`config.mk`:
```
export PLATFORM = sky130hd
export DESIGN_NAME = playerTop
export DESIGN_NICKNAME = d
export VERILOG_FILES = /design/src/verilog/gamePkg.sv /design/src/verilog/keyPad.sv /design/src/verilog/mazeMap.sv /design/src/verilog/playerMove.sv /design/src/verilog/playerDraw.sv /design/src/verilog/playerTop.sv
export SDC_FILE = /design/constraint.sdc
export NUM_CORES = 1
export LEC_CHECK = 0
export ABC_AREA = 1
export BUFFER_PORTS_ARGS = -buffer_cell sky130_fd_sc_hd__buf_2
export CAP_MARGIN = 5
export CORE_MARGIN = 5
export CORE_UTILIZATION = 45
export CTS_BUF_LIST = sky130_fd_sc_hd__clkbuf_16
export DETAILED_ROUTE_END_ITERATION = 10
export HOLD_SLACK_MARGIN = 0.02
export PLACE_DENSITY_LB_ADDON = 0.12
export SLEW_MARGIN = 20
export SYNTH_ARGS = -nofsm -noshare
export SYNTH_HDL_FRONTEND = slang
export SYNTH_HIERARCHICAL = 1
export SYNTH_SLANG_ARGS = --single-unit
```
`constraint.sdc`:
```
create_clock -name clk -period 4.7 [get_ports clk]
set_input_delay 1.175 -clock clk [delete_from_list [all_inputs] [get_ports clk]]
set_output_delay 1.175 -clock clk [all_outputs]
set_load 0.1 [all_outputs]
```
`src/verilog/gamePkg.sv`:
```
`default_nettype none

package gamePkg;

	// ------------------------------------------------
	// fixed point and geometry
	// ------------------------------------------------
	localparam int fracBits = 6;          // 1/64 pixel resolution
	localparam int fixedOne = 64;         // one pixel in fixed point
	localparam int coordBits = 11;        // signed pixel coordinate width
	localparam int objectSize = 32;       // player box and tile size

	localparam int screenWidth = 640;
	localparam int screenHeight = 480;

	// playfield limits for the top-left corner, in pixels
	localparam int frameLeft = 15;
	localparam int frameRight = 623 - objectSize;
	localparam int frameTop = 48;
	localparam int frameBottom = 464 - objectSize;

	// one-hot sprite edge codes
	localparam logic [3:0] edgeTop = 4'b1000;
	localparam logic [3:0] edgeRight = 4'b0100;
	localparam logic [3:0] edgeLeft = 4'b0010;
	localparam logic [3:0] edgeBottom = 4'b0001;

	// per-frame step per speed level, level 3 repeats level 2
	localparam logic [0:3][7:0] speedStep = '{8'd64, 8'd112, 8'd160, 8'd160};

	// position word, summed as raw, split into pixel and fraction for output
	typedef union packed {
		logic signed [coordBits+fracBits-1:0] raw;
		struct packed {
			logic signed [coordBits-1:0] pixel;
			logic [fracBits-1:0] frac;  // sub-pixel remainder, carried between frames
		} parts;
	} fixPos_t;

	// ------------------------------------------------
	// wall tiles, row by row, column 0 on the left
	// ------------------------------------------------
	// top row sits above the playfield; off-screen also reads as wall (mazeMap)
	localparam logic [0:14][0:19] wallTiles = '{
		20'b11111_11111_11111_11111,  // row 0
		20'b00000_00000_00000_00000,
		20'b00000_00000_00000_00000,
		20'b00000_00000_00000_00000,
		20'b00000_00000_00000_00000,
		20'b00000_00000_10000_00000,  // row 5, column at tile 10 starts
		20'b00000_00000_10000_00000,
		20'b00000_00000_10000_00000,
		20'b00000_00000_10000_00000,  // row 8, last row of the column
		20'b00000_00000_00000_00000,
		20'b00000_00000_00000_00000,
		20'b00000_00000_00000_00000,
		20'b00000_00000_00000_00000,
		20'b00000_00000_00000_00000,
		20'b00000_00000_00000_00000   // row 14
	};

endpackage

`default_nettype wire

```
`src/verilog/keyPad.sv`:
```
`default_nettype none

module keyPad (
	input  logic clk,
	input  logic resetN,
	input  logic upKey,      // raw asynchronous key levels
	input  logic downKey,
	input  logic leftKey,
	input  logic rightKey,
	output logic dirUp,      // one-hot direction, at most one high
	output logic dirDown,
	output logic dirLeft,
	output logic dirRight
);

	logic [3:0] keyMeta;  // first stage, may go metastable
	logic [3:0] keySync;  // second stage, safe to use

	// ------------------------------------------------
	// two-flop synchronizer, bit order up down left right
	// ------------------------------------------------
	always_ff @(posedge clk or negedge resetN) begin
		if (!resetN) begin
			keyMeta <= 4'b0000;
			keySync <= 4'b0000;
		end else begin
			keyMeta <= {upKey, downKey, leftKey, rightKey};
			keySync <= keyMeta;
		end
	end

	// fixed priority up > down > left > right
	// so the motion FSM never sees a diagonal
	assign dirUp = keySync[3];
	assign dirDown = keySync[2] & ~keySync[3];
	assign dirLeft = keySync[1] & ~|keySync[3:2];
	assign dirRight = keySync[0] & ~|keySync[3:1];

endmodule

`default_nettype wire

```
`src/verilog/mazeMap.sv`:
```
`default_nettype none

module mazeMap import gamePkg::*; (
	input  logic signed [10:0] candX,   // proposed top-left of the player box
	input  logic signed [10:0] candY,
	input  logic signed [10:0] pixelX,  // current video pixel
	input  logic signed [10:0] pixelY,
	output logic validPlayerPos,        // box at cand is clear of walls
	output logic wallPixel              // pixel lies in a wall tile
);

	localparam int edgeOffset = objectSize - 1;     // far corner offset in the box
	localparam int tileShift = $clog2(objectSize);  // 5, pixel to tile index

	logic signed [10:0] candRight;   // right column of the proposed box
	logic signed [10:0] candBottom;  // bottom row of the proposed box

	// wall lookup for one point
	// anything off the 640x480 screen counts as wall
	function automatic logic isWall(input logic signed [10:0] x, input logic signed [10:0] y);
		if (x < 0 || x >= screenWidth || y < 0 || y >= screenHeight)
			return 1'b1;
		return wallTiles[y[8:tileShift]][x[9:tileShift]];  // row 0..14, column 0..19
	endfunction

	assign candRight = 11'(candX + edgeOffset);
	assign candBottom = 11'(candY + edgeOffset);

	// ------------------------------------------------
	// clearance query, four corners of the box
	// ------------------------------------------------
	// box and tile are the same size, so no wall can
	// hide between two corners
	assign validPlayerPos = !(isWall(candX, candY) |
		isWall(candRight, candY) |
		isWall(candX, candBottom) |
		isWall(candRight, candBottom));

	assign wallPixel = isWall(pixelX, pixelY);  // single pixel query for collision

endmodule

`default_nettype wire

```
`src/verilog/playerMove.sv`:
```
`default_nettype none

module playerMove import gamePkg::*; #(
	parameter int initialX = 15,  // start position in pixels
	parameter int initialY = 48
) (
	input  logic clk,
	input  logic resetN,
	input  logic startOfFrame,       // one-cycle pulse per frame
	input  logic dirUp,
	input  logic dirDown,
	input  logic dirLeft,
	input  logic dirRight,
	input  logic validPlayerPos,     // answer to the candX/candY query
	input  logic wallHit,            // player pixel on a wall this cycle
	input  logic [3:0] hitEdge,      // which sprite edge the hit is on
	input  logic [1:0] speedLevel,
	output logic signed [10:0] topLeftX,
	output logic signed [10:0] topLeftY,
	output logic signed [10:0] candX,
	output logic signed [10:0] candY,
	output logic [1:0] currentSpeedLevel
);

	// playfield limits in fixed point
	localparam logic signed [16:0] xMin = 17'(frameLeft * fixedOne);
	localparam logic signed [16:0] xMax = 17'(frameRight * fixedOne);
	localparam logic signed [16:0] yMin = 17'(frameTop * fixedOne);
	localparam logic signed [16:0] yMax = 17'(frameBottom * fixedOne);
	localparam logic signed [16:0] bounce = 17'(fixedOne);  // one pixel push

	typedef enum logic [2:0] {
		idleSt,       // wait for the first frame and load the start position
		moveSt,       // latch a step and collect collisions
		validSt,      // sample the wall clearance of the candidate
		sofSt,        // decode collected hits into a bounce
		posChangeSt,  // apply the move
		limitsSt      // clamp to the playfield
	} motionState_t;

	motionState_t state;

	fixPos_t xPos;       // current position
	fixPos_t yPos;
	fixPos_t candPosX;   // position the step would lead to
	fixPos_t candPosY;

	logic signed [16:0] xMove;     // pending move for this frame
	logic signed [16:0] yMove;
	logic signed [16:0] stepSize;
	logic signed [16:0] bounceX;
	logic signed [16:0] bounceY;
	logic [3:0] hitReg;            // edges hit during the frame
	logic moveFlag;                // step latched this frame
	logic checked;                 // clearance already asked this frame

	assign stepSize = 17'(speedStep[currentSpeedLevel]);

	// ------------------------------------------------
	// push away from the touched side on a hit
	// ------------------------------------------------
	always_comb begin
		bounceX = '0;
		bounceY = '0;
		case (hitReg)
			edgeTop | edgeLeft: begin      // top-left corner
				bounceX = bounce;
				bounceY = bounce;
			end
			edgeTop | edgeRight: begin     // top-right corner
				bounceX = -bounce;
				bounceY = bounce;
			end
			edgeBottom | edgeLeft: begin   // bottom-left corner
				bounceX = bounce;
				bounceY = -bounce;
			end
			edgeBottom | edgeRight: begin  // bottom-right corner
				bounceX = -bounce;
				bounceY = -bounce;
			end
			edgeTop: bounceY = bounce;
			edgeBottom: bounceY = -bounce;
			edgeLeft: bounceX = bounce;
			edgeRight: bounceX = -bounce;
			default: ;  // no push for no hit or an odd mix
		endcase
	end

	// ------------------------------------------------
	// motion FSM
	// ------------------------------------------------
	always_ff @(posedge clk or negedge resetN) begin
		if (!resetN) begin
			state <= idleSt;
			xPos.raw <= '0;
			yPos.raw <= '0;
			candPosX.raw <= '0;
			candPosY.raw <= '0;
			xMove <= '0;
			yMove <= '0;
			hitReg <= 4'b0000;
			moveFlag <= 1'b0;
			checked <= 1'b0;
			currentSpeedLevel <= 2'd0;
		end else begin
			if (wallHit && (state == moveSt || state == validSt))
				hitReg <= hitReg | hitEdge;  // gather over the whole frame

			case (state)
				idleSt: begin
					if (startOfFrame) begin  // first frame only places the player
						xPos.raw <= 17'(initialX * fixedOne);
						yPos.raw <= 17'(initialY * fixedOne);
						state <= moveSt;
					end
				end

				moveSt: begin
					if (startOfFrame) begin
						if (!checked) begin  // step without a clearance answer is dropped
							xMove <= '0;
							yMove <= '0;
						end
						moveFlag <= 1'b0;
						checked <= 1'b0;
						state <= sofSt;
					end else if (!moveFlag) begin
						moveFlag <= dirUp | dirDown | dirLeft | dirRight;
						if (dirUp)
							yMove <= -stepSize;
						else if (dirDown)
							yMove <= stepSize;
						else if (dirLeft)
							xMove <= -stepSize;
						else if (dirRight)
							xMove <= stepSize;
					end else if (!checked) begin  // one cycle after the latch
						candPosX.raw <= xPos.raw + xMove;
						candPosY.raw <= yPos.raw + yMove;
						checked <= 1'b1;
						state <= validSt;
					end
				end

				validSt: begin
					if (!validPlayerPos) begin  // drop the step when blocked
						xMove <= '0;
						yMove <= '0;
					end
					if (startOfFrame) begin
						moveFlag <= 1'b0;
						checked <= 1'b0;
						state <= sofSt;
					end else
						state <= moveSt;
				end

				sofSt: begin
					xMove <= xMove + bounceX;
					yMove <= yMove + bounceY;
					hitReg <= 4'b0000;
					state <= posChangeSt;
				end

				posChangeSt: begin
					xPos.raw <= xPos.raw + xMove;  // fraction carries over
					yPos.raw <= yPos.raw + yMove;
					xMove <= '0;
					yMove <= '0;
					currentSpeedLevel <= speedLevel;  // new step size from next frame
					state <= limitsSt;
				end

				limitsSt: begin
					if (xPos.raw < xMin)
						xPos.raw <= xMin;
					else if (xPos.raw > xMax)
						xPos.raw <= xMax;
					if (yPos.raw < yMin)
						yPos.raw <= yMin;
					else if (yPos.raw > yMax)
						yPos.raw <= yMax;
					state <= moveSt;
				end

				default: state <= idleSt;
			endcase
		end
	end

	// outputs carry the pixel part only
	assign topLeftX = xPos.parts.pixel;
	assign topLeftY = yPos.parts.pixel;
	assign candX = candPosX.parts.pixel;
	assign candY = candPosY.parts.pixel;

endmodule

`default_nettype wire

```
`src/verilog/playerDraw.sv`:
```
`default_nettype none

module playerDraw import gamePkg::*; (
	input  logic signed [10:0] pixelX,    // current video pixel
	input  logic signed [10:0] pixelY,
	input  logic signed [10:0] topLeftX,  // player box corner
	input  logic signed [10:0] topLeftY,
	input  logic wallPixel,               // pixel is in a wall tile
	output logic drawPlayer,
	output logic wallHit,
	output logic [3:0] hitEdge
);

	localparam int edgeOffset = objectSize - 1;

	logic signed [10:0] rightCol;   // last column of the box
	logic signed [10:0] bottomRow;  // last row of the box
	logic placed;                   // box has been put on the playfield

	assign rightCol = 11'(topLeftX + edgeOffset);
	assign bottomRow = 11'(topLeftY + edgeOffset);

	// position sits at 0,0 until the first frame places it
	assign placed = (topLeftX >= frameLeft) && (topLeftY >= frameTop);

	// ------------------------------------------------
	// box test and edge coding
	// ------------------------------------------------
	assign drawPlayer = placed &&
		pixelX >= topLeftX && pixelX <= rightCol &&
		pixelY >= topLeftY && pixelY <= bottomRow;

	always_comb begin
		hitEdge = 4'b0000;  // interior or outside
		if (drawPlayer) begin
			if (pixelY == topLeftY)
				hitEdge = edgeTop;     // rows win over columns at the corners
			else if (pixelY == bottomRow)
				hitEdge = edgeBottom;
			else if (pixelX == topLeftX)
				hitEdge = edgeLeft;
			else if (pixelX == rightCol)
				hitEdge = edgeRight;
		end
	end

	// only the outline of the sprite reports a collision
	assign wallHit = drawPlayer && wallPixel && (hitEdge != 4'b0000);

endmodule

`default_nettype wire

```
`src/verilog/playerTop.sv`:
```
`default_nettype none

module playerTop #(
	parameter int initialX = 15,
	parameter int initialY = 48
) (
	input  logic clk,
	input  logic resetN,
	input  logic startOfFrame,
	input  logic upKey,
	input  logic downKey,
	input  logic leftKey,
	input  logic rightKey,
	input  logic [1:0] speedLevel,        // from a pin, no power-ups here
	input  logic signed [10:0] pixelX,
	input  logic signed [10:0] pixelY,
	output logic signed [10:0] topLeftX,
	output logic signed [10:0] topLeftY,
	output logic drawPlayer,
	output logic [1:0] currentSpeedLevel
);

	logic dirUp;
	logic dirDown;
	logic dirLeft;
	logic dirRight;
	logic signed [10:0] candX;    // clearance query
	logic signed [10:0] candY;
	logic validPlayerPos;
	logic wallPixel;              // pixel query answer
	logic wallHit;
	logic [3:0] hitEdge;

	// ------------------------------------------------
	// input side
	// ------------------------------------------------
	keyPad i_keyPad (
		.clk(clk),
		.resetN(resetN),
		.upKey(upKey),
		.downKey(downKey),
		.leftKey(leftKey),
		.rightKey(rightKey),
		.dirUp(dirUp),
		.dirDown(dirDown),
		.dirLeft(dirLeft),
		.dirRight(dirRight)
	);

	// ------------------------------------------------
	// motion and tile map
	// ------------------------------------------------
	playerMove #(
		.initialX(initialX),
		.initialY(initialY)
	) i_playerMove (
		.clk(clk),
		.resetN(resetN),
		.startOfFrame(startOfFrame),
		.dirUp(dirUp),
		.dirDown(dirDown),
		.dirLeft(dirLeft),
		.dirRight(dirRight),
		.validPlayerPos(validPlayerPos),
		.wallHit(wallHit),
		.hitEdge(hitEdge),
		.speedLevel(speedLevel),
		.topLeftX(topLeftX),
		.topLeftY(topLeftY),
		.candX(candX),
		.candY(candY),
		.currentSpeedLevel(currentSpeedLevel)
	);

	mazeMap i_mazeMap (
		.candX(candX),
		.candY(candY),
		.pixelX(pixelX),  // same pixel the draw side tests
		.pixelY(pixelY),
		.validPlayerPos(validPlayerPos),
		.wallPixel(wallPixel)
	);

	// ------------------------------------------------
	// output side
	// ------------------------------------------------
	playerDraw i_playerDraw (
		.pixelX(pixelX),
		.pixelY(pixelY),
		.topLeftX(topLeftX),
		.topLeftY(topLeftY),
		.wallPixel(wallPixel),
		.drawPlayer(drawPlayer),
		.wallHit(wallHit),
		.hitEdge(hitEdge)
	);

endmodule

`default_nettype wire

```
Word level (Yosys, flattened, before mapping)

Memory sizes are Yosys's and may differ from the RTL's.
Cells that the tools add are included.
W data, S select, Z words.

Memories kept: 3
Bits of input ports: 31
Bits in read-only memories: 960
Bits in registers: 121

$add $sub $neg: 9
Equality and inequality tests: 30
$lt $le $gt $ge: 29
Bitwise gates (word level): 20
Reduce and logical (&&, ||, !) cells: 44
Multiplexer cells: 83

Memories:

| name            | words | width | rd ports | clocked after Yosys merged registers in | wr ports | RTL line      | text |
|---|---|---|---|---|---|---|---|
| (no name shown) | 16    | 20    | 1        | 0                                       | 0        | mazeMap.sv:23 | `return wallTiles[y[8:tileShift]][x[9:tileShift]];` |
| (no name shown) | 16    | 20    | 1        | 0                                       | 0        | mazeMap.sv:23 |  |
| (no name shown) | 16    | 20    | 1        | 0                                       | 0        | mazeMap.sv:23 |  |

Operators by type and width:

| cell                    | count |
|---|---|
| $mux W17                | 18 |
| $pmux W17 S4            | 2 |
| $mux W20                | 6 |
| $pmux W17 S3            | 2 |
| $add A17 B17 Y17        | 4 |
| $pmux W17 S2            | 2 |
| $lt A11 B1 Y1 const B   | 6 |
| $add A11 B6 Y11 const B | 4 |
| $eq A11 B11 Y1          | 4 |
| $ge A11 B10 Y1 const B  | 3 |
| $ge A11 B11 Y1 const B  | 3 |
| $mux W1                 | 30 |
| $bmux W1 S5             | 5 |
| $mux W4                 | 6 |
| $ge A11 B11 Y1          | 2 |
| $le A11 B11 Y1          | 2 |
| $ge A6 B6 Y1 const B    | 3 |
| $not A5 Y6              | 3 |
| $pmux W3 S6             | 1 |
| $gt A17 B16 Y1 const B  | 1 |
| $gt A17 B17 Y1 const B  | 1 |
| $lt A17 B11 Y1 const B  | 1 |
| $lt A17 B13 Y1 const B  | 1 |
| $neg A8 Y17             | 1 |
| other kinds (43)        | 104 |

Logic depth before layout (Yosys ltp)

Gate-level depths: netlist of the first run.

Depth in word-level cells: 13
Depth in mapped cells: 24
Mapped depth without buffers: 23

By module

Netlist of the first run, hierarchy kept.

Modules (own cells, without submodules):

| module     | cells each | times used | area each (µm²) | seq. area each (µm²) |
|---|---|---|---|---|
| playerMove | 919        | 1          | 6491.2          | 2327.2 |
| playerDraw | 273        | 1          | 1749.2          | 0.0 |
| mazeMap    | 111        | 1          | 550.5           | 0.0 |
| keyPad     | 16         | 1          | 230.2           | 200.2 |

Least setup slack after synthesis of the first run

OpenSTA, ideal clock, no wires.

Kind: register -> output
Start: register i_playerMove/xPos[6] (netlist bit)
End: output drawPlayer
Stages on the path, launching flop included: 20
Setup slack: -461 ps
Required time: 3525 ps
Path buffers: 1
Arrival time: 3986 ps
Cell sequence: dfrtp_1 buf_4 inv_1 ha_1 nand2_1 nor2_1 nand2_1 nand2_1 nor3_2 nand3_1 xor2_1 ha_1 nand2_1 nor2_2 nand2_1 inv_1 nand4_1 nand3_1 nand3_4 nor2_1

Cells in the longest elaborated chain, start to end: 6
Elaborated cells between the ends (all ways): 9
Those cells by class: add/sub (1); order compare (3); reduce/logical (5)

RTL lines:

| what                                                                    | RTL line         | text |
|---|---|---|
| from (decl)                                                             | playerMove.sv:43 | `fixPos_t xPos;` |
| parallel branches: the longest is 3 deep, another holds $add A11 B6 Y11 | n/a              |  |
| $logic_and A1 B1 Y1 * (2 in series)                                     | playerDraw.sv:30 | `pixelX >= topLeftX && pixelX <= rightCol &&` |
| $logic_and A1 B1 Y1 *                                                   | playerDraw.sv:31 | `pixelY >= topLeftY && pixelY <= bottomRow;` |
| to (decl)                                                               | playerTop.sv:19  | `output logic drawPlayer,` |

Mark *: on every way between the ends.

Worst setup path in the final report of the first run

Start: register i_playerMove/yPos[7] (netlist bit)
End: output drawPlayer

Cells in the longest elaborated chain, start to end: 6
Elaborated cells between the ends (all ways): 9
Those cells by class: add/sub (1); order compare (3); reduce/logical (5)

RTL lines:

| what                                                                    | RTL line         | text |
|---|---|---|
| from (decl)                                                             | playerMove.sv:44 | `fixPos_t yPos;` |
| parallel branches: the longest is 5 deep, another holds $add A11 B6 Y11 | n/a              |  |
| $logic_and A1 B1 Y1 *                                                   | playerDraw.sv:31 |  |

Marked as above.

==> results.cfg, run 1 <==
[placed_design]
dpl.cell_count = 1607
portBuffers = 55
gp_congestion = 0.877
dpl.hpwl_um = 18500
place_area_um2 = 9430

[clocking]
cts_hold_buf = 0
clock_latency_ns = 0.36
cts_root_buf = clkbuf_16
cts_buffers = 9
clk_pin_slew_ns = 0.07
htreeDepth = 3
clockBufferDepth = 2
cts_tree = done
cts.sinks = 101

[die]
initial_utilization_pct = 46.0
die_h_um = 152
num_io_pins = 56
row_count = 51
core_region_area_um2 = 19600
fp.dieW_um = 152
die-area_um2 = 23000

[synth]
synth_cell_type_count = 47
async_flop_share_pct = 100
synth-edff-count = 0
yosysSeqAreaShare_pct = 28.0
yosys_warnings = 6
netlist_area_um2 = 9020
syn_inst = 1319
synth_nets = 1445
synth_seq_cells = 101
synth_ff_type = dfrtp_1
syn_area_per_cell_um2 = 6.84

[sta]
drv_slew = 0
finalSetupViolations = 0
hold-worst-slack_ns = 0.349
finalCritPeriodShare_pct = 94.5
hold_viol_final = 0
worst_slew_pin_slew_ns = 0.941
fin_worst_skew_ns = 0.00979
timing.final.crit_period_ns = 4.44
fmax_ghz = 0.225
rsz0062_at_grt = false
relSlewSlack_pct = 36.9
fin_tns_setup_ns = 0

[detailed_routing]
postRouteAntennaNets = 0
drc = 0
via_per_inst = 5.17
drt_iter0_drc = 482
routed_wl_um = 23200
num_vias = 8415
wl_per_cell_um = 14.2
dr.pass1.iters = 5

[finish]
drive_gt1_share_pct = 11.2
final_common_cell = nand2_1
mostFrequentLayoutCells = nand2_1 (377), inv_1 (157), nor2_1 (136)
fillerInstances = 2034
area_delta_synth_final_pct = 8.21
fin_cells = 1628
final_cell_area_um2 = 9760
multi_input_area_um2 = 5610
register_area_um2 = 2530
finalNetCount = 1484
n_antenna_cell = 0

[critical_path]
slowest_stage = dfrtp_1
worst-path-max-fanout = 6
worst_path_largest_cell_delay_ns = 0.44
path_cells = inv_1 -> ha_1 -> nand2_1 -> o21ai_0 -> nor2_1 -> nand4_1 -> xor2_1 -> ha_1 -> nand2_1 -> nor2_2 -> and2_4 -> nand2_2 -> nand3_2 -> nand2_2 -> nand3_2 -> nand3_4 -> nor2_4 -> buf_12
critPathKind = register to primary output
critPathLaunchType = register
end_kind = primary output
crit_required_ns = 3.52
arrival_ns = 3.27

[pwr]
cellLeakagePower_nw = 5.21
vdd_drop_max_uv = 282
power_density_nw_per_um2 = 676

[grt]
grt_pass1_vias = 7984
antenna_found_initial = 1
grt_start_max_net_pins = 55
grt_use_total_pct = 21.1
grt.overflow.total = 0
grt_pass1_wl_um = 38800

[run_status]
status = complete, no violations

[flow_run]
maxCapViolCount = 0

[hold_path]
hold_path_class = register to register
what timing repair did:
item / in CTS / in global routing
gates resized for setup: 0 / 4
endpoints found under the setup margin: 0 / 1
hold endpoints to repair: 0 / 0
setup buffers: 0 / 5
path summary, 6_finish.rpt:
path / startpoint / end / slack, ns / depth (start not counted)
worst max-delay path: i_playerMove/yPos[7] / drawPlayer / 0.26 / 18
worst min-delay path: i_keyPad/keyMeta[0] / i_keyPad/keySync[0] / 0.35 / 0
worst max register to register: i_playerMove/yPos[7] / i_playerMove/hitReg[1] / 1.03 / 20
worst min register to register: i_keyPad/keyMeta[0] / i_keyPad/keySync[0] / 0.35 / 0
max in group asynchronous: resetN / i_playerMove/xPos[7] / 2.96 / 2
min in group asynchronous: resetN / i_playerMove/yMove[7] / 0.88 / 1
synth_stat cells, types with 5 or more instances:
master,count,share of area (%)
nand3_2,8,0.89
nand2_1,377,16
nor3_2,7,0.78
nor3_1,10,0.55
nand2_2,13,0.90
xor2_1,19,1.8
nand3b_1,10,0.83
xnor2_1,13,1.3
nand3_1,103,5.7
nand4_1,27,1.9
inv_2,13,0.54
or2_2,5,0.35
ha_1,91,13
a21oi_1,76,4.2
o21ai_0,63,3.5
buf_4,22,1.8
nor2_1,137,5.7
inv_1,158,6.6
clkbuf_1,6,0.25
o21a_1,5,0.42
nor2_2,8,0.55
dfrtp_1,101,28
worst max-delay path, delay by kind of cell, from the launching register on:
kind,cells,cell delay (ns)
adders and majority gates,2,0.55
xor gates and xnor gates,1,0.17
and+or+nand+nor,12,1.34
AOI/OAI and AO/OA,1,0.13
buffers and inverters,2,0.27
DFF,1,0.44
per-stage QoR:
stage / power, mW / util (%) / setup slack, ns
after floorplan: 4.99 / - / 0.00347
after global placement: 5.81 / 48.1 / 0.580
after detailed placement: 5.85 / 48.1 / 0.497
after CTS: 6.60 / 49.6 / 0.104
after global routing: 7.30 / 49.8 / 0.00629
final: 6.60 / 49.8 / 0.256
sequential cells by signal, summed over array words and instances, names as in the netlist:
| signal | count |
|---|---|
| i_keyPad/keyMeta | 4 |
| i_keyPad/keySync | 4 |
| i_playerMove/candPosX | 11 |
| i_playerMove/candPosY | 11 |
| i_playerMove/checked | 1 |
| i_playerMove/currentSpeedLevel | 2 |
| i_playerMove/hitReg | 4 |
| i_playerMove/moveFlag | 1 |
| i_playerMove/state | 3 |
| i_playerMove/xMove | 13 |
| i_playerMove/xPos | 17 |
| i_playerMove/yMove | 13 |
| i_playerMove/yPos | 17 |
cell families after synthesis:
logic type	count (synthesis)	synth area share [%]
buf+inv	208	9.96
fa+ha+maj	95	13.5
compound gates	163	9.67
flops	101	28.0
xor+xnor	32	3.11
simple gates	720	35.7
layout make-up:
class | count | share of cell area (%)
Multi-Input combinational cell | 1010 | 57.5
Inverter | 172 | 6.61
Clock buffer | 9 | 2.31
Clock inverter | 7 | 0.590
Sequential cell | 101 | 25.9
Tap cell | 265 | 3.40
Timing Repair Buffer | 64 | 3.69
power by group:
group	leakage, nW	internal (mW)	switching, mW
Combinational	3.81	1.33	2.94
Clock	0.129	0.366	0.358
Sequential	1.27	1.18	0.425
metal layers:
metal  routed length [um]  share of wire [%]  GRT usage (%)
met1                11200                 48           28.8
met2                10700                 46           36.2
met4                  242                1.0           4.00
met5                   11              0.047              0
met3                  991                4.3           2.59
Power figures use the tool's default switching activity.
==> run 2: changes to the inputs <==
Settings changed: SYNTH_HIERARCHICAL 1 to default.
==> results.cfg, run 2 <==
[run_status]
status = complete, no violations

[grt]
grt_use_total_pct = 21.1
grt_pass1_vias = 7688
grt.overflow.total = 0
antenna_found_initial = 0
grt_start_max_net_pins = 57
grt_pass1_wl_um = 37900

[synth]
syn_inst = 1227
synth_nets = 1354
synth_area_leaders = dfrtp_1 (29%), nand2_1 (14%), ha_1 (13%)
yosysSeqAreaShare_pct = 29.3
synth-edff-count = 0
yosysMostFrequentCell = nand2_1
synth_top_area_share_pct = 29.3
synthTopCellsByCount = nand2_1 (318), inv_1 (154), dfrtp_1 (101)
yosys_warnings = 0
synth_ff_type = dfrtp_1
async_flop_share_pct = 100
synth_seq_cells = 101
synth_cell_type_count = 45
synth_area_leader_cell = dfrtp_1
syn_area_per_cell_um2 = 7.03
netlist_area_um2 = 8620

[die]
die_h_um = 148
row_count = 50
die-area_um2 = 22000
num_io_pins = 56
initial_utilization_pct = 46.0
core_region_area_um2 = 18800
fp.dieW_um = 148

[placed_design]
gp_congestion = 0.915
dpl.hpwl_um = 18400
portBuffers = 55
dpl.cell_count = 1489

[detailed_routing]
num_vias = 7902
drt_iter0_drc = 470
postRouteAntennaNets = 0
wl_per_cell_um = 15.0
via_per_inst = 5.25
drc = 0
dr.pass1.iters = 5
routed_wl_um = 22500

[clocking]
clock_latency_ns = 0.35
cts_tree = done
clockBufferDepth = 2
htreeDepth = 3
cts.sinks = 101
cts_hold_buf = 0
cts_buffers = 9
cts_root_buf = clkbuf_16
clk_pin_slew_ns = 0.07

[hold_path]
hp-start = i_keyPad.keyMeta[1]
whs_path_depth = 0
hold_end = i_keyPad.keySync[1]
hold_path_class = register to register

[critical_path]
r2r_slack_ns = 1.75
end_kind = primary output
critPathLaunchType = register
arrival_ns = 3.16
path_cells = inv_1 -> ha_1 -> nand2_1 -> o21ai_2 -> nor2_1 -> nand2_1 -> nor2_1 -> xor2_1 -> ha_1 -> nand2_1 -> nor2_1 -> nand3_1 -> nand3_1 -> nand2_1 -> nand3_1 -> nand2_1 -> nor2_4 -> buf_12
critPathKind = register to primary output
worst_path_dominant_cell_family = simple AND/OR/NAND/NOR gates
worst_path_largest_cell_delay_ns = 0.44
worst-path-buf-inv = 2
crit_top_cell = nand2_1
r2r-start = i_playerMove.xPos[6]
slowest_stage = dfrtp_1
ff2ff_path_depth = 19
crit_required_ns = 3.52
reg2reg_to = i_playerMove.hitReg[1]
worst-path-max-fanout = 6

[finish]
area_delta_synth_final_pct = 7.94
n_antenna_cell = 0
finalNetCount = 1393
mostFrequentLayoutCells = nand2_1 (318), inv_1 (154), dfrtp_1 (101)
top_regs = i_playerMove.xPos (17), i_playerMove.yPos (17)
fin_cells = 1504
final_common_cell = nand2_1
drive_gt1_share_pct = 8.66
fillerInstances = 1952

[flow_run]
maxCapViolCount = 0

[pwr]
switching_share_pct = 56.6
clockPowerShare_pct = 11.1
p_sw_mw = 3.52
pwr-share-comb_pct = 64.2
p_int_mw = 2.70
power_density_nw_per_um2 = 668
vdd_drop_max_uv = 330
seq_power_share_pct = 24.7
cellLeakagePower_nw = 4.87

[sta]
rsz0062_at_grt = false
fin_tns_setup_ns = 0
finalSetupViolations = 0
timing.final.crit_period_ns = 4.33
relSlewSlack_pct = 51.7
drv_slew = 0
worst_slew_pin_slew_ns = 0.724
fmax_ghz = 0.231
hold_viol_final = 0
finalCritPeriodShare_pct = 92.1
fin_worst_skew_ns = 0.00753
run 2: logic make-up after synthesis:
| kind of cell | synth area share [%] |
|---|---|
| xor+xnor | 4.06 |
| fa+ha+maj | 14.3 |
| other cells | 0.0435 |
| buf+inv | 9.68 |
| simple gates | 28.7 |
| flops | 29.3 |
| compound gates | 13.9 |
run 2: worst max path at each step:
stage                               from         end  slack [ns]  cells after the start
global route        i_playerMove.xPos[6]  drawPlayer        0.02                     18
finish              i_playerMove.xPos[6]  drawPlayer        0.37                     18
detailed placement  i_playerMove.xPos[6]  drawPlayer        0.52                     18
floorplan           i_playerMove.xPos[6]  drawPlayer        0.40                     17
CTS                 i_playerMove.xPos[6]  drawPlayer        0.14                     18
global placement    i_playerMove.xPos[6]  drawPlayer        0.63                     16
run 2: final cells by class:
| cell class | instances | area (um2) | area share [%] |
|---|---|---|---|
| clock buffers | 9 | 225 | 2.42 |
| clock inverters | 6 | 40.0 | 0.430 |
| inverters | 167 | 627 | 6.73 |
| multi-input cells | 928 | 5270 | 56.7 |
| flip-flops and latches | 101 | 2530 | 27.2 |
| well taps | 234 | 293 | 3.15 |
| repair buffers | 59 | 323 | 3.47 |
run 2: power groups by stage:
| stage | Clock, mW | Sequential, mW | Combinational [mW] |
|---|---|---|---|
| 2_1_floorplan | 0 | 1.46 | 3.21 |
| 3_3_place_gp | 0 | 1.54 | 3.96 |
| 3_5_place_dp | 0 | 1.54 | 3.98 |
| 4_1_cts | 0.710 | 1.53 | 4.00 |
| 5_1_grt | 0.747 | 1.59 | 4.48 |
| 6_report | 0.689 | 1.54 | 3.99 |
run 2: metal layers:
layer / GRT usage [%] / share of wire, % / wire length, um / up-vias
met5: 0 / 0 / 0 / -
met4: 6.56 / 2.2 / 485 / 0
met3: 2.96 / 4.0 / 905 / 32
met2: 32.9 / 43 / 9770 / 139
met1: 30.4 / 50 / 11300 / 3603
li1: - / - / - / 4128
run 2: worst reg2reg max path, cell delays in order, from the launching register on:
cell and delay [ns]:
dfrtp_1 0.44, inv_1 0.16, ha_1 0.20, nand2_1 0.10, o21ai_2 0.17, nor2_1 0.06, nand2_1 0.07, nor2_1 0.05
xor2_1 0.15, ha_1 0.34, nand2_1 0.10, nor2_1 0.16, nand3_1 0.12, nand3_1 0.11, nand2_1 0.05, nand3_1 0.06
nand2_1 0.08, nor2_4 0.18, nand3_1 0.12, a21oi_1 0.15
run 2: metrics by stage:
stage	power (mW)	worst slack [ns]	utilization (%)	hold slack (ns)	instance area, um2
6_report	6.21	0.370	49.6	0.349	9310
5_1_grt	6.81	0.0192	49.6	0.357	9310
4_1_cts	6.24	0.139	49.6	0.351	9300
3_5_place_dp	5.53	0.515	48.1	0.335	9030
3_3_place_gp	5.50	0.632	48.1	0.332	9030
2_1_floorplan	4.67	0.398	-	0.331	8630
run 2: repair_timing:
item                                    in CTS  in global routing
setup buffers                                0                  0
endpoints found under the setup margin       0                  1
resized for setup                            0                  3
==> run 3: changes to the inputs <==
Settings changed: ABC_AREA 1 to default.
==> results.cfg, run 3 <==
[die]
die_h_um = 144
die-area_um2 = 20800
initial_utilization_pct = 45.4
num_io_pins = 56
core_region_area_um2 = 17800
fp.dieW_um = 144
row_count = 49

[clocking]
htreeDepth = 3
clk_pin_slew_ns = 0.07
cts_root_buf = clkbuf_16
cts_buffers = 9
cts_hold_buf = 0
cts_tree = done
clock_latency_ns = 0.36
clockBufferDepth = 2
cts.sinks = 101
post_cts_buffers = 0

[detailed_routing]
drc = 0
dr.pass1.iters = 5
wl_per_cell_um = 17.3
routed_wl_um = 20000
via_per_inst = 5.58
drt_iter0_drc = 335
num_vias = 6461
postRouteAntennaNets = 0

[sta]
finalCritPeriodShare_pct = 94.2
fin_worst_skew_ns = 0.00830
drv_slew = 0
fin_tns_setup_ns = 0
fin_ws_ns = 0.273
worst_slew_pin_slew_ns = 1.04
finalSetupViolations = 0
rsz0062_at_grt = false
timing.final.crit_period_ns = 4.43
relSlewSlack_pct = 30.4
hold_viol_final = 0
fmax_ghz = 0.226

[synth]
syn_inst = 891
async_flop_share_pct = 100
synth_ff_type = dfrtp_1
netlist_area_um2 = 8110
synth_xor_area_share_pct = 5.79
synth_top_area_share_pct = 31.2
yosys.area_share.adder_pct = 15.2
synth_seq_cells = 101
yosys_warnings = 0
synth_area_leader_cell = dfrtp_1
synthSimpleGateAreaFrac_pct = 17.0
synth_cell_type_count = 71
syn_area_per_cell_um2 = 9.10
synth_nets = 1018
synthMuxAreaShare_pct = 6.85
yosysSeqAreaShare_pct = 31.2
synth_area_leaders = dfrtp_1 (31%), ha_1 (14%), xnor2_1 (4.0%)
synth_top_family_by_area = compound AO/OA/AOI/OAI gates
synth-compound-area-share_pct = 18.4
synth-edff-count = 0
synthTopCellsByCount = dfrtp_1 (101), ha_1 (92), nand2_1 (72)
yosysMostFrequentCell = dfrtp_1

[critical_path]
worst-path-max-fanout = 8
r2r_slack_ns = 1.57
crit_required_ns = 3.52
critPathLaunchType = register
end_kind = primary output
arrival_ns = 3.25
critPathKind = register to primary output

[finish]
n_antenna_cell = 0
register_area_um2 = 2530
mostFrequentLayoutCells = dfrtp_1 (99), ha_1 (92), nand2_1 (72)
final_common_cell = dfrtp_1
multi_input_area_um2 = 5160
final_cell_area_um2 = 8850
top_regs = i_playerMove.xPos (17), i_playerMove.yPos (17)
drive_gt1_share_pct = 14.9
area_delta_synth_final_pct = 9.14
fillerInstances = 1715
final_core_util_pct = 49.6
finalNetCount = 1050

[grt]
grt_pass1_wl_um = 32200
grt.overflow.total = 0
grt_start_max_net_pins = 62
grt_use_total_pct = 19.7
antenna_found_initial = 0
grt_pass1_vias = 6151

[pwr]
switching_share_pct = 49.1
seq_power_share_pct = 26.6
pwr-share-comb_pct = 59.1
power_density_nw_per_um2 = 646
clockPowerShare_pct = 14.3
p_sw_mw = 2.80
cellLeakagePower_nw = 4.17
p_int_mw = 2.91
vdd_drop_max_uv = 353

[placed_design]
gp_congestion = 0.875
post-place-ws_ns = 0.255
dpl.hpwl_um = 15700
portBuffers = 55
place_area_um2 = 8490

[flow_run]
maxCapViolCount = 0

[hold_path]
hold_path_class = register to register

[run_status]
status = complete, no violations
## run 3: cell types whose count changed in the layout (fill, tap and decap cells not counted), sizes merged, moves of 22 or more
cell,previous run,this run
inv,168,50
mux2,0,38
nand2,320,72
nand3,81,29
nor2,106,57
nor2b,0,22
o21ai,98,60
xnor2,7,37
## run 3: final timing paths
kind                                        startpoint                     end  cells past startpoint
worst min register to register     i_keyPad.keyMeta[0]     i_keyPad.keySync[0]                      0
worst max register to register  i_playerMove.hitReg[3]  i_playerMove.yMove[15]                     10
worst max-delay path              i_playerMove.xPos[6]              drawPlayer                     13
worst min-delay path               i_keyPad.keyMeta[0]     i_keyPad.keySync[0]                      0
min in group asynchronous                       resetN   i_playerMove.xMove[9]                      1
max in group asynchronous                       resetN   i_playerMove.yPos[16]                      2
## run 3: what timing repair did
item	CTS	global route
endpoints found under the setup margin	1	1
resized for setup	3	5
pin swaps	0	1
## run 3: cells by family (layout without fill, tap and decap cells)
| logic type | after synthesis | after routing |
|---|---|---|
| AND/OR/NAND/NOR | 274 | 274 |
| AO/OA/AOI/OAI | 231 | 231 |
| flip-flops | 101 | 101 |
| adder cells (fa/ha/maj) | 96 | 96 |
| buffers and inverters | 92 | 129 |
| XOR/XNOR | 52 | 52 |
| multiplexers | 44 | 44 |
| other | 1 | 1 |
## run 3: worst max-delay path, stage by stage (launching register included)
cell,delay (ns)
dfrtp_2,0.45
inv_1,0.11
ha_1,0.26
a21oi_2,0.22
nand3_1,0.12
xnor2_1,0.16
ha_1,0.33
nor4b_1,0.22
nand2_1,0.13
o41ai_2,0.28
buf_4,0.19
nand2_1,0.08
nor2_2,0.14
buf_12,0.19
## run 3: metal layers
metal	vias up	share of wire, %	track usage, %
met2	97	42	29.4
met1	3038	52	29.8
met4	0	1.5	5.25
li1	3305	-	-
met5	-	0	0
met3	21	3.9	3.14
## run 3: final cells by class
cell class              count  area share [%]
clock inverters             7            1.12
repair buffers             64            4.07
well taps                 229            3.24
inverters                  49            2.08
flip-flops and latches    101            28.6
multi-input cells         698            58.3
clock buffers               9            2.55
## run 3: power groups by stage
stage	registers (mW)	clock network (mW)	logic [mW]
floorplan	1.42	0	2.78
global placement	1.53	0	3.34
detailed placement	1.53	0	3.35
CTS	1.51	0.838	3.37
global route	1.57	0.873	3.73
finish	1.52	0.819	3.37
## run 3: stage by stage
stage                     hold WS (ns)  power, mW  cells
after global placement           0.335       4.86   1141
final                            0.350       5.71   1157
after floorplan                  0.331       4.20    891
after CTS                        0.351       5.72   1157
after global routing             0.355       6.17   1157
after detailed placement         0.335       4.88   1141
